[src/hdl/fme_consts.svh]
/*
 * shared sizes for the fractional ME controller
 * sized for one 64x64 CU of 8x8 blocks; vectors are quarter-pel,
 * two signed components packed x over y in one memory word
 */
`ifndef FME_CONSTS_SVH
`define FME_CONSTS_SVH

// ************************************************************
// vector and counter widths
// ************************************************************
`define FME_MV_W        10  // one signed mv component, quarter-pel
`define FME_CNT_W       2   // index at the 32, 16 and 8 levels
`define FME_ROW_W       4   // reference row counter
`define FME_BLK_W       6   // 8x8 block address inside the CU
`define FME_ROWS        16  // reference rows fetched per block

// ************************************************************
// partition and reference window
// ************************************************************
`define FME_PART_W      42  // 1 + 4 + 16 two-bit modes
`define FME_REF_W       8   // reference pixel index
`define FME_REF_PAD     60  // search margin added to every index
`define FME_REF_ROW_OFS 32  // window is shifted up by this many rows

`endif
[src/hdl/fme_ctrl_pkg.sv]
/*
 * phase states of the fractional ME controller
 * half pass then quarter pass, each with a one-cycle PRE state
 */
`default_nettype none

package fme_ctrl_pkg;

    typedef enum logic [2:0] {
        IDLE      = 3'd0,
        PRE_HALF  = 3'd1,  // first vector read of the half pass
        HALF      = 3'd2,
        DONE_HALF = 3'd3,  // wait for cost stage
        PRE_QUAR  = 3'd4,  // first vector read of the quarter pass
        QUAR      = 3'd5,
        DONE_QUAR = 3'd6   // wait for cost stage, then done
    } fme_state_e;

endpackage

`default_nettype wire

[src/hdl/fme_part_pkg.sv]
/*
 * partition modes from integer ME and the 8x8 block address
 * block address is y above x, three bits each for a 64x64 CU
 */
`default_nettype none

package fme_part_pkg;

    // encoding matches the partition vector from integer ME
    typedef enum logic [1:0] {
        PART_2NX2N = 2'd0,
        PART_2NXN  = 2'd1,
        PART_NX2N  = 2'd2,
        PART_SPLIT = 2'd3
    } part_mode_e;

    // bit k of y and x comes from the level counter at that depth,
    // msb from the 32 level, lsb from the 8 level
    typedef struct packed {
        logic [2:0] y;  // block row
        logic [2:0] x;  // block column
    } blk_addr_t;

endpackage

`default_nettype wire

[src/hdl/fme_ctrl_top.sv]
/*
 * fractional ME controller top: phase FSM, block walker, vector router
 * vector memories must answer combinationally while rden is high
 */
`include "fme_consts.svh"
`default_nettype none

module fme_ctrl_top (
    input  wire logic                        clk,
    input  wire logic                        rstn,
    input  wire logic                        start_i,
    output logic                             done_o,
    input  wire logic [`FME_PART_W-1:0]      partition_i,
    output logic                             imv_rden_o,
    output logic [`FME_BLK_W-1:0]            imv_rdaddr_o,
    input  wire logic [2*`FME_MV_W-1:0]      imv_data_i,
    output logic                             fmv_rden_o,
    output logic [`FME_BLK_W-1:0]            fmv_rdaddr_o,
    input  wire logic [2*`FME_MV_W-1:0]      fmv_data_i,
    output logic                             ref_rden_o,
    output logic [`FME_REF_W-1:0]            ref_idx_x_o,
    output logic [`FME_REF_W-1:0]            ref_idx_y_o,
    output logic                             ip_start_o,
    output logic [`FME_MV_W-1:0]             ip_mv_x_o,
    output logic [`FME_MV_W-1:0]             ip_mv_y_o,
    output logic [1:0]                       ip_frac_x_o,
    output logic [1:0]                       ip_frac_y_o,
    output logic                             ip_half_flag_o,
    output logic [`FME_BLK_W-1:0]            ip_idx_o,
    input  wire logic                        cost_done_i
);

    fme_ctrl_pkg::fme_state_e    state;
    fme_part_pkg::blk_addr_t     rd_addr;
    logic [`FME_CNT_W-1:0]       cnt32;
    logic [`FME_CNT_W-1:0]       cnt16;
    logic [`FME_CNT_W-1:0]       cnt08;
    logic [`FME_ROW_W-1:0]       row;
    logic                        mv_rden;
    logic                        pass_last;

    fme_phase_fsm fme_phase_fsm_inst (
        .clk         (clk),
        .rstn        (rstn),
        .start_i     (start_i),
        .cost_done_i (cost_done_i),
        .pass_last_i (pass_last),
        .state_o     (state),
        .done_o      (done_o)
    );

    fme_blk_walker fme_blk_walker_inst (
        .clk         (clk),
        .rstn        (rstn),
        .state_i     (state),
        .partition_i (partition_i),
        .cnt32_o     (cnt32),
        .cnt16_o     (cnt16),
        .cnt08_o     (cnt08),
        .row_o       (row),
        .mv_rden_o   (mv_rden),
        .ref_rden_o  (ref_rden_o),
        .ip_start_o  (ip_start_o),
        .pass_last_o (pass_last)
    );

    fme_mv_route fme_mv_route_inst (
        .state_i        (state),
        .cnt32_i        (cnt32),
        .cnt16_i        (cnt16),
        .cnt08_i        (cnt08),
        .row_i          (row),
        .imv_data_i     (imv_data_i),
        .fmv_data_i     (fmv_data_i),
        .rdaddr_o       (rd_addr),
        .ip_mv_x_o      (ip_mv_x_o),
        .ip_mv_y_o      (ip_mv_y_o),
        .ip_frac_x_o    (ip_frac_x_o),
        .ip_frac_y_o    (ip_frac_y_o),
        .ip_half_flag_o (ip_half_flag_o),
        .ip_idx_o       (ip_idx_o),
        .ref_idx_x_o    (ref_idx_x_o),
        .ref_idx_y_o    (ref_idx_y_o)
    );

    // both memories share one address
    assign imv_rden_o   = mv_rden;
    assign imv_rdaddr_o = rd_addr;
    assign fmv_rdaddr_o = rd_addr;

    // refined vectors exist only for the quarter pass
    assign fmv_rden_o = mv_rden && ((state == fme_ctrl_pkg::PRE_QUAR) ||
                                    (state == fme_ctrl_pkg::QUAR));

endmodule

`default_nettype wire

[src/hdl/fme_mv_route.sv]
/*
 * picks the vector for interpolation and forms the reference indices
 * purely combinational; vector data must be valid while the address is held
 * fraction is a sign only, the refined vector is assumed within one step
 */
`include "fme_consts.svh"
`default_nettype none

module fme_mv_route (
    input  wire fme_ctrl_pkg::fme_state_e    state_i,
    input  wire logic [`FME_CNT_W-1:0]       cnt32_i,
    input  wire logic [`FME_CNT_W-1:0]       cnt16_i,
    input  wire logic [`FME_CNT_W-1:0]       cnt08_i,
    input  wire logic [`FME_ROW_W-1:0]       row_i,
    input  wire logic [2*`FME_MV_W-1:0]      imv_data_i,
    input  wire logic [2*`FME_MV_W-1:0]      fmv_data_i,
    output fme_part_pkg::blk_addr_t          rdaddr_o,
    output logic [`FME_MV_W-1:0]             ip_mv_x_o,
    output logic [`FME_MV_W-1:0]             ip_mv_y_o,
    output logic [1:0]                       ip_frac_x_o,
    output logic [1:0]                       ip_frac_y_o,
    output logic                             ip_half_flag_o,
    output logic [`FME_BLK_W-1:0]            ip_idx_o,
    output logic [`FME_REF_W-1:0]            ref_idx_x_o,
    output logic [`FME_REF_W-1:0]            ref_idx_y_o
);

    logic signed [`FME_MV_W-1:0] imv_x;
    logic signed [`FME_MV_W-1:0] imv_y;
    logic signed [`FME_MV_W-1:0] fmv_x;
    logic signed [`FME_MV_W-1:0] fmv_y;
    logic signed [`FME_MV_W:0]   dmv_x;  // one extra bit, no overflow
    logic signed [`FME_MV_W:0]   dmv_y;

    // 00 none, 01 forward, 11 backward
    function automatic logic [1:0] frac_of(input logic signed [`FME_MV_W:0] d);
        logic [1:0] f;
        if (d == 0) begin
            f = 2'b00;
        end else if (d > 0) begin
            f = 2'b01;
        end else begin
            f = 2'b11;
        end
        return f;
    endfunction

    // ************************************************************
    // block address
    // ************************************************************
    assign rdaddr_o.y = {cnt32_i[1], cnt16_i[1], cnt08_i[1]};
    assign rdaddr_o.x = {cnt32_i[0], cnt16_i[0], cnt08_i[0]};
    assign ip_idx_o   = {cnt32_i, cnt16_i, cnt08_i};  // z-order index

    // ************************************************************
    // vector select and fraction
    // ************************************************************
    assign imv_x = imv_data_i[2*`FME_MV_W-1:`FME_MV_W];  // x in upper half
    assign imv_y = imv_data_i[`FME_MV_W-1:0];
    assign fmv_x = fmv_data_i[2*`FME_MV_W-1:`FME_MV_W];
    assign fmv_y = fmv_data_i[`FME_MV_W-1:0];

    assign ip_half_flag_o = (state_i == fme_ctrl_pkg::HALF) ||
                            (state_i == fme_ctrl_pkg::DONE_HALF);

    assign dmv_x = fmv_x - imv_x;
    assign dmv_y = fmv_y - imv_y;

    assign ip_mv_x_o   = ip_half_flag_o ? imv_x : fmv_x;
    assign ip_mv_y_o   = ip_half_flag_o ? imv_y : fmv_y;
    assign ip_frac_x_o = ip_half_flag_o ? 2'b00 : frac_of(dmv_x);
    assign ip_frac_y_o = ip_half_flag_o ? 2'b00 : frac_of(dmv_y);

    // ************************************************************
    // reference pixel index, integer part of imv plus block origin
    // ************************************************************
    assign ref_idx_x_o = imv_x[`FME_MV_W-1:2]
                       + `FME_REF_W'({rdaddr_o.x, 3'b000})
                       + `FME_REF_W'(`FME_REF_PAD);

    assign ref_idx_y_o = imv_y[`FME_MV_W-1:2]
                       + `FME_REF_W'({rdaddr_o.y, 3'b000})
                       + `FME_REF_W'(row_i)
                       + `FME_REF_W'(`FME_REF_PAD - `FME_REF_ROW_OFS);

endmodule

`default_nettype wire

[src/hdl/fme_blk_walker.sv]
/*
 * walks the 64 blocks of the CU in partition order, 17 cycles each:
 * one vector read, then 16 reference rows
 * partition_i must stay stable from start until done
 */
`include "fme_consts.svh"
`default_nettype none

module fme_blk_walker (
    input  wire logic                        clk,
    input  wire logic                        rstn,
    input  wire fme_ctrl_pkg::fme_state_e    state_i,
    input  wire logic [`FME_PART_W-1:0]      partition_i,
    output logic [`FME_CNT_W-1:0]            cnt32_o,
    output logic [`FME_CNT_W-1:0]            cnt16_o,
    output logic [`FME_CNT_W-1:0]            cnt08_o,
    output logic [`FME_ROW_W-1:0]            row_o,
    output logic                             mv_rden_o,
    output logic                             ref_rden_o,
    output logic                             ip_start_o,
    output logic                             pass_last_o
);

    fme_part_pkg::part_mode_e mode64;
    fme_part_pkg::part_mode_e mode32;
    fme_part_pkg::part_mode_e mode16;
    fme_part_pkg::part_mode_e part32 [4];
    fme_part_pkg::part_mode_e part16 [16];

    logic is_pre;
    logic is_pass;
    logic is_wait;   // IDLE or a DONE state
    logic blk_end;   // last row of the current block

    // sibling order, 0 2 1 3 under a vertical split
    function automatic logic [`FME_CNT_W-1:0] next_idx(input logic [`FME_CNT_W-1:0] cur,
                                                       input logic nx2n);
        logic [`FME_CNT_W-1:0] nxt;
        case (cur)
            2'd0:    nxt = nx2n ? 2'd2 : 2'd1;
            2'd1:    nxt = nx2n ? 2'd3 : 2'd2;
            2'd2:    nxt = nx2n ? 2'd1 : 2'd3;
            default: nxt = 2'd0;
        endcase
        return nxt;
    endfunction

    // ************************************************************
    // partition decode
    // ************************************************************
    always_comb begin
        mode64 = fme_part_pkg::part_mode_e'(partition_i[1:0]);
        for (int i = 0; i < 4; i++) begin
            part32[i] = fme_part_pkg::part_mode_e'(partition_i[2 + 2*i +: 2]);
        end
        for (int j = 0; j < 16; j++) begin
            part16[j] = fme_part_pkg::part_mode_e'(partition_i[10 + 2*j +: 2]);
        end
        mode32 = part32[cnt32_o];             // mode of the enclosing 32x32
        mode16 = part16[{cnt32_o, cnt16_o}];  // mode of the enclosing 16x16
    end

    assign is_pre  = (state_i == fme_ctrl_pkg::PRE_HALF) || (state_i == fme_ctrl_pkg::PRE_QUAR);
    assign is_pass = (state_i == fme_ctrl_pkg::HALF) || (state_i == fme_ctrl_pkg::QUAR);
    assign is_wait = !is_pre && !is_pass;

    // ************************************************************
    // strobes
    // ************************************************************
    assign mv_rden_o   = is_pre || (is_pass && (row_o == '0) && !ip_start_o);
    assign ref_rden_o  = is_pass && !mv_rden_o;
    assign blk_end     = ref_rden_o && (row_o == `FME_ROW_W'(`FME_ROWS - 1));
    assign pass_last_o = blk_end && (cnt32_o == 2'd3) && (cnt16_o == 2'd3) && (cnt08_o == 2'd3);

    always_ff @(posedge clk or negedge rstn) begin
        if (!rstn) begin
            ip_start_o <= 1'b0;
        end else begin
            ip_start_o <= mv_rden_o;
        end
    end

    // row count restarts on every vector read
    always_ff @(posedge clk or negedge rstn) begin
        if (!rstn) begin
            row_o <= '0;
        end else if (is_wait || mv_rden_o) begin
            row_o <= '0;
        end else begin
            row_o <= row_o + 1'b1;
        end
    end

    // ************************************************************
    // block counters, 8 level innermost
    // ************************************************************
    always_ff @(posedge clk or negedge rstn) begin
        if (!rstn) begin
            cnt32_o <= '0;
            cnt16_o <= '0;
            cnt08_o <= '0;
        end else if (is_wait) begin
            cnt32_o <= '0;
            cnt16_o <= '0;
            cnt08_o <= '0;
        end else if (blk_end) begin
            cnt08_o <= next_idx(cnt08_o, mode16 == fme_part_pkg::PART_NX2N);
            if (cnt08_o == 2'd3) begin
                cnt16_o <= next_idx(cnt16_o, mode32 == fme_part_pkg::PART_NX2N);
                if (cnt16_o == 2'd3) begin
                    cnt32_o <= next_idx(cnt32_o, mode64 == fme_part_pkg::PART_NX2N);
                end
            end
        end
    end

endmodule

`default_nettype wire

[src/hdl/fme_phase_fsm.sv]
/*
 * pass sequencer: IDLE, half pass, quarter pass, back to IDLE
 * start_i is ignored outside IDLE; cost_done_i only counts in DONE states
 */
`default_nettype none

module fme_phase_fsm (
    input  wire logic                     clk,
    input  wire logic                     rstn,
    input  wire logic                     start_i,
    input  wire logic                     cost_done_i,
    input  wire logic                     pass_last_i,  // last row of block 63
    output fme_ctrl_pkg::fme_state_e      state_o,
    output logic                          done_o
);

    fme_ctrl_pkg::fme_state_e next_state;

    // ************************************************************
    // next state
    // ************************************************************
    always_comb begin
        next_state = state_o;
        case (state_o)
            fme_ctrl_pkg::IDLE: begin
                if (start_i) begin
                    next_state = fme_ctrl_pkg::PRE_HALF;
                end
            end
            fme_ctrl_pkg::PRE_HALF: next_state = fme_ctrl_pkg::HALF;
            fme_ctrl_pkg::HALF: begin
                if (pass_last_i) begin
                    next_state = fme_ctrl_pkg::DONE_HALF;
                end
            end
            fme_ctrl_pkg::DONE_HALF: begin
                if (cost_done_i) begin
                    next_state = fme_ctrl_pkg::PRE_QUAR;
                end
            end
            fme_ctrl_pkg::PRE_QUAR: next_state = fme_ctrl_pkg::QUAR;
            fme_ctrl_pkg::QUAR: begin
                if (pass_last_i) begin
                    next_state = fme_ctrl_pkg::DONE_QUAR;
                end
            end
            fme_ctrl_pkg::DONE_QUAR: begin
                if (cost_done_i) begin
                    next_state = fme_ctrl_pkg::IDLE;
                end
            end
            default: next_state = fme_ctrl_pkg::IDLE;
        endcase
    end

    // ************************************************************
    // state and done registers
    // ************************************************************
    always_ff @(posedge clk or negedge rstn) begin
        if (!rstn) begin
            state_o <= fme_ctrl_pkg::IDLE;
        end else begin
            state_o <= next_state;
        end
    end

    // one pulse as the quarter wait closes
    always_ff @(posedge clk or negedge rstn) begin
        if (!rstn) begin
            done_o <= 1'b0;
        end else begin
            done_o <= (state_o == fme_ctrl_pkg::DONE_QUAR) && cost_done_i;
        end
    end

endmodule

`default_nettype wire

[config.mk]
export PLATFORM = sky130hd
export DESIGN_NAME = fme_ctrl_top
export DESIGN_NICKNAME = d
export VERILOG_FILES = /design/src/hdl/fme_ctrl_pkg.sv /design/src/hdl/fme_part_pkg.sv /design/src/hdl/fme_ctrl_top.sv /design/src/hdl/fme_mv_route.sv /design/src/hdl/fme_blk_walker.sv /design/src/hdl/fme_phase_fsm.sv
export VERILOG_INCLUDE_DIRS = /design/src /design/src/hdl
export SDC_FILE = /design/constraint.sdc
export NUM_CORES = 1
export LEC_CHECK = 0
export BUFFER_PORTS_ARGS = -buffer_cell sky130_fd_sc_hd__buf_2
export CAP_MARGIN = 20
export CORE_MARGIN = 2
export CORE_UTILIZATION = 47
export DETAILED_ROUTE_END_ITERATION = 16
export PLACE_DENSITY = 0.82
export SETUP_SLACK_MARGIN = 0.05
export SKIP_CTS_REPAIR_TIMING = 1
export SLEW_MARGIN = 20
export SYNTH_ARGS = -nofsm -noshare
export SYNTH_HDL_FRONTEND = slang
export SYNTH_SLANG_ARGS = --single-unit
[constraint.sdc]
create_clock -name clk -period 4.45 [get_ports clk]
set_clock_uncertainty 0.05 [all_clocks]
set_input_delay 0.89 -clock clk [delete_from_list [all_inputs] [get_ports clk]]
set_output_delay 0.89 -clock clk [all_outputs]
set_load 0.01 [all_outputs]
After elaboration in Yosys (flattened, before gate mapping)
Cells that the tools add are included. W data, S select, Z words.

$add $sub $neg: 8. Multiply operators: 0. Div/mod/pow operators: 0. Magnitude comparators: 4. Equal/unequal tests: 24. Shift operators: 0. Muxes and demuxes: 42. Bitwise gates (word level): 2. Reduce and logical (&&, ||, !) cells: 33.

Operators by type and width (number): $logic_not A32 Y1 (2); $mux W2 (25); $gt A11 B1 Y1 const B (2); $sub A10 B10 Y11 (2); $pmux W3 S7 (1); $mux W10 (2); $eq A2 B2 Y1 const B (9); $pmux W2 S3 (3); $add A8 B6 Y8 (2); $mux W3 (5); $logic_and A1 B1 Y1 (10); $eq A3 B3 Y1 const B (3); $add A8 B4 Y8 (1); $add A8 B5 Y8 const B (1); $add A8 B6 Y8 const B (1); $bmux W2 S4 (1); $eq A2 B1 Y1 const B (3); $eq A3 B2 Y1 const B (2); $logic_not A2 Y1 (3); $logic_or A1 B1 Y1 (6); $ne A2 B2 Y1 const B (3); $reduce_bool A2 Y1 (3); $ge A5 B5 Y1 const B (1); $not A4 Y5 (1); other kinds (15) (21).

Bits in registers: 15. Bits in latches: 0. Memory bits (writable): 0. Memory bits (read-only): 0. Bits of input ports: 86. Logic and storage cells: 120. Memories kept: 0.

Logic depth before layout (Yosys ltp)
Word-level depth: 13. Mapped depth: 10. Depth with buffers taken out: 10.

Hierarchy
A second synthesis with hierarchy kept.

Cells, all modules: 384. Area total of the unflattened synthesis: 2966.6 um^2.

By module, submodules not included: fme_mv_route (times used 1, cells each 257, area each 1749.2 um^2, seq. area each 0.0 um^2); fme_blk_walker (times used 1, cells each 100, area each 973.4 um^2, seq. area each 275.3 um^2); fme_phase_fsm (times used 1, cells each 20, area each 190.2 um^2, seq. area each 100.1 um^2); fme_ctrl_top (times used 1, cells each 7, area each 53.8 um^2, seq. area each 0.0 um^2).

Worst setup path before layout
No wires, ideal clock.

Kind: in2out. Start: input imv_data_i[5]. End: output ref_idx_y_o[7]. Arrival: 2.834 ns. Data required time: 3.510 ns. Path slack: 0.676 ns. Cell stages on the path: 10. Cells stage by stage: inv_1 ha_1 fa_1 inv_1 ha_1 a21o_1 a21oi_1 o21bai_1 a21oi_1 xnor2_1.

Cells in the longest elaborated chain, start to end: 3.

RTL lines: from (decl) (RTL line fme_ctrl_top.sv:16) `` input wire logic [2*`FME_MV_W-1:0] imv_data_i, ``; $add A8 B6 Y8 (RTL line fme_mv_route.sv:81) `` assign ref_idx_y_o = imv_y[`FME_MV_W-1:2] ``; $add A8 B4 Y8 (RTL line fme_mv_route.sv:81); $add A8 B5 Y8 (RTL line fme_mv_route.sv:81); to (decl) (RTL line fme_ctrl_top.sv:22) `` output logic [`FME_REF_W-1:0] ref_idx_y_o, ``.

Every way passes these cells.

Worst setup path in the final report
Ends and elaborated chain as after synthesis.

==> results_dict.tcl <==
set metrics [dict create \
    finalHoldViolCount 0 \
    yosys_warnings 0 \
    holdWs_ps 481 \
    synth_area_per_cell_um2 7.48 \
    cts_tree "built" \
    mostFrequentLayoutCells "149 x buf_2, 52 x inv_1, 45 x ha_1" \
    postRouteAntennaNets 0 \
    max-slew-margin-rel_pct 58.1 \
    drive_gt1_share_pct 31.8 \
    finish.utilization_pct 61.6 \
    start_util_pct 49.1 \
    antenna_found_initial 0 \
    place_inst 593 \
    multiInputGateArea_um2 2190 \
    synth-compound-area-share_pct 22.3 \
    r2r_end "fme_blk_walker_inst.cnt08_o[1]" \
    finalPower_mw 1.09 \
    setup_ws_ps 391 \
    wirelength_mm 7.87 \
    insertion_delay_ps 250 \
    post_drt_wl_per_cell_um 13.2 \
    boundaryPins 150 \
    period_share_pct 91.2 \
    fin_area_um2 3670 \
    crit_arrival_ps 3120 \
    regArea_um2 375 \
    root_buffer "clkbuf_8" \
    power-per-cell-area_nw_per_um2 297 \
    hold_end "fme_blk_walker_inst.row_o[0]" \
    synth-simple-area-share_pct 23.6 \
    place_area_um2 3620 \
    muxShareOfSynthArea_pct 3.34 \
    grt_max_degree 39 \
    place.gp.congestion 0.842 \
    drtPass1Iterations 4 \
    n_fill_cell 583 \
    vias_per_cell 5.38 \
    worstHoldStart "fme_blk_walker_inst.row_o[0]" \
    required_ps 3510 \
    r2r_cells 6 \
    yosys.area_share.adder_pct 21.3 \
    antenna_cells 0 \
    ys_async_sr_fraction_pct 100 \
    rsz0062_at_grt "no" \
    synthDistinctLibCells 61 \
    grt_pass1_wl_mm 13.2 \
    cts.sinks 15 \
    remaining_drc_errors 0 \
    cts.reportedPaths.clkPinSlew_ps 70 \
    hold_path.class "reg -> reg" \
    dp_hpwl_mm 6.60 \
    dieArea_um2 6870 \
    clock_path_buffers 2 \
    numPortBuffers 149 \
    r2r_start "fme_blk_walker_inst.cnt16_o[0]" \
    seq_area_frac_synth_pct 12.8 \
    grt_usage_pct 21.9 \
    stdcell_count 597 \
    synth_cells 391 \
    end_kind "output port" \
    drt_iter0_drc 68 \
    grt-ovfl-total 0 \
    rows 28 \
    fmax_mhz 246 \
    netlist_area_um2 2920 \
    tightest_slew_ps 612 \
    crit_type "in -> out" \
    finalSetupTns_ps 0 \
    cp-start-kind "input pin" \
    htreeDepth 1 \
    p_leak_nw 2.01 \
    outcome "complete, no violations" \
    synth_nets 525 \
    final_net_count 657 \
    design.core.area_um2 5960 \
    final_common_cell "buf_2" \
    synth-edff-count 0 \
    syn_to_final_growth_pct 25.4 \
    hold_depth 1 \
    first_global_vias 3126 \
    route.vias.total 3209 \
    ir_drop_v 0.000269 \
    numCtsBuffers 3 \
    crit_fanout 3 \
    period_needed_ps 4060 \
    setup_viol 0 \
    die_x_um 82.9 \
    maxCapViolCount 0 \
    r2r_setup_slack_ps 2290 \
    ys_seq_elements 15 \
    synth_xor_area_share_pct 4.49 \
    final_max_slew_viol_count 0 \
    synth_top_family_by_area "simple AND/OR/NAND/NOR gates" \
    place_ws_ps 398 \
    die_h_um 82.9 \
    ys.flop_type "dfrtp_1" \
]
layout make-up:
| type | instances | share of cell area (%) |
|---|---|---|
| multi-input cells | 299 | 59.9 |
| well taps | 75 | 2.56 |
| inverters | 54 | 5.53 |
| repair buffers | 150 | 20.5 |
| clock buffers | 3 | 1.13 |
| clock inverters | 1 | 0.137 |
| flip-flops and latches | 15 | 10.2 |
kinds of logic after synthesis:
kind of cell | after synthesis
buffers and inverters | 77
adder cells (fa/ha/maj) | 48
XOR/XNOR | 15
flip-flops | 15
multiplexers | 7
AO/OA/AOI/OAI | 103
AND/OR/NAND/NOR | 126
how the worst max path moves through the flow:
stage                  startpoint             end  slack [ps]  cells past startpoint
floorplan           imv_data_i[5]  ref_idx_y_o[7]         680                     10
global placement    imv_data_i[5]  ref_idx_y_o[7]         420                     12
detailed placement  imv_data_i[5]  ref_idx_y_o[7]         400                     12
CTS                 imv_data_i[5]  ref_idx_y_o[7]         390                     12
global route        imv_data_i[5]  ref_idx_y_o[7]         240                     12
finish              imv_data_i[5]  ref_idx_y_o[7]         390                     12
power by group:
part / internal [mW] / total (mW) / switching (mW)
sequential: 0.161 / 0.215 / 0.0536
combinational: 0.324 / 0.762 / 0.439
clock: 0.0619 / 0.112 / 0.0500
total: 0.547 / 1.09 / 0.542
synth_stat cells, drive strengths merged (5+ instances only):
master,n,area share (%)
a21oi,26,4.6
and2,5,1.1
buf,16,4.2
clkbuf,7,0.90
dfrtp,15,13
ha,45,19
inv,53,6.8
nand2,32,4.1
nand2b,19,4.1
nand3,7,1.4
nor2,21,2.7
nor2b,10,2.1
nor4,5,1.1
o211ai,5,1.3
o21ai,37,6.3
xnor2,11,3.3
per-layer routing:
metal	routed length, um	global-route usage [%]	vias up	share of wire, %
li1	-	-	1623	-
met1	3210	25.9	1473	41
met3	446	1.89	7	5.7
met4	67	4.47	0	0.85
met5	0	0	-	0
met2	4140	42.4	106	53
sequential cells by signal, indices dropped and copies added, names as in the netlist:
signal                          cells
fme_blk_walker_inst.cnt08_o         2
fme_blk_walker_inst.cnt16_o         2
fme_blk_walker_inst.cnt32_o         2
fme_blk_walker_inst.ip_start_o      1
fme_blk_walker_inst.row_o           4
fme_phase_fsm_inst.done_o           1
fme_phase_fsm_inst.state_o          3
critical path, stage by stage:
cell and delay [ps]:
buf_2 80, inv_1 50, ha_1 310, fa_1 500
inv_1 70, ha_1 300, a21o_1 150, a21oi_1 220
o21bai_1 100, a21oi_1 180, xnor2_1 130, buf_2 140
Power figures use the tool's default switching activity.
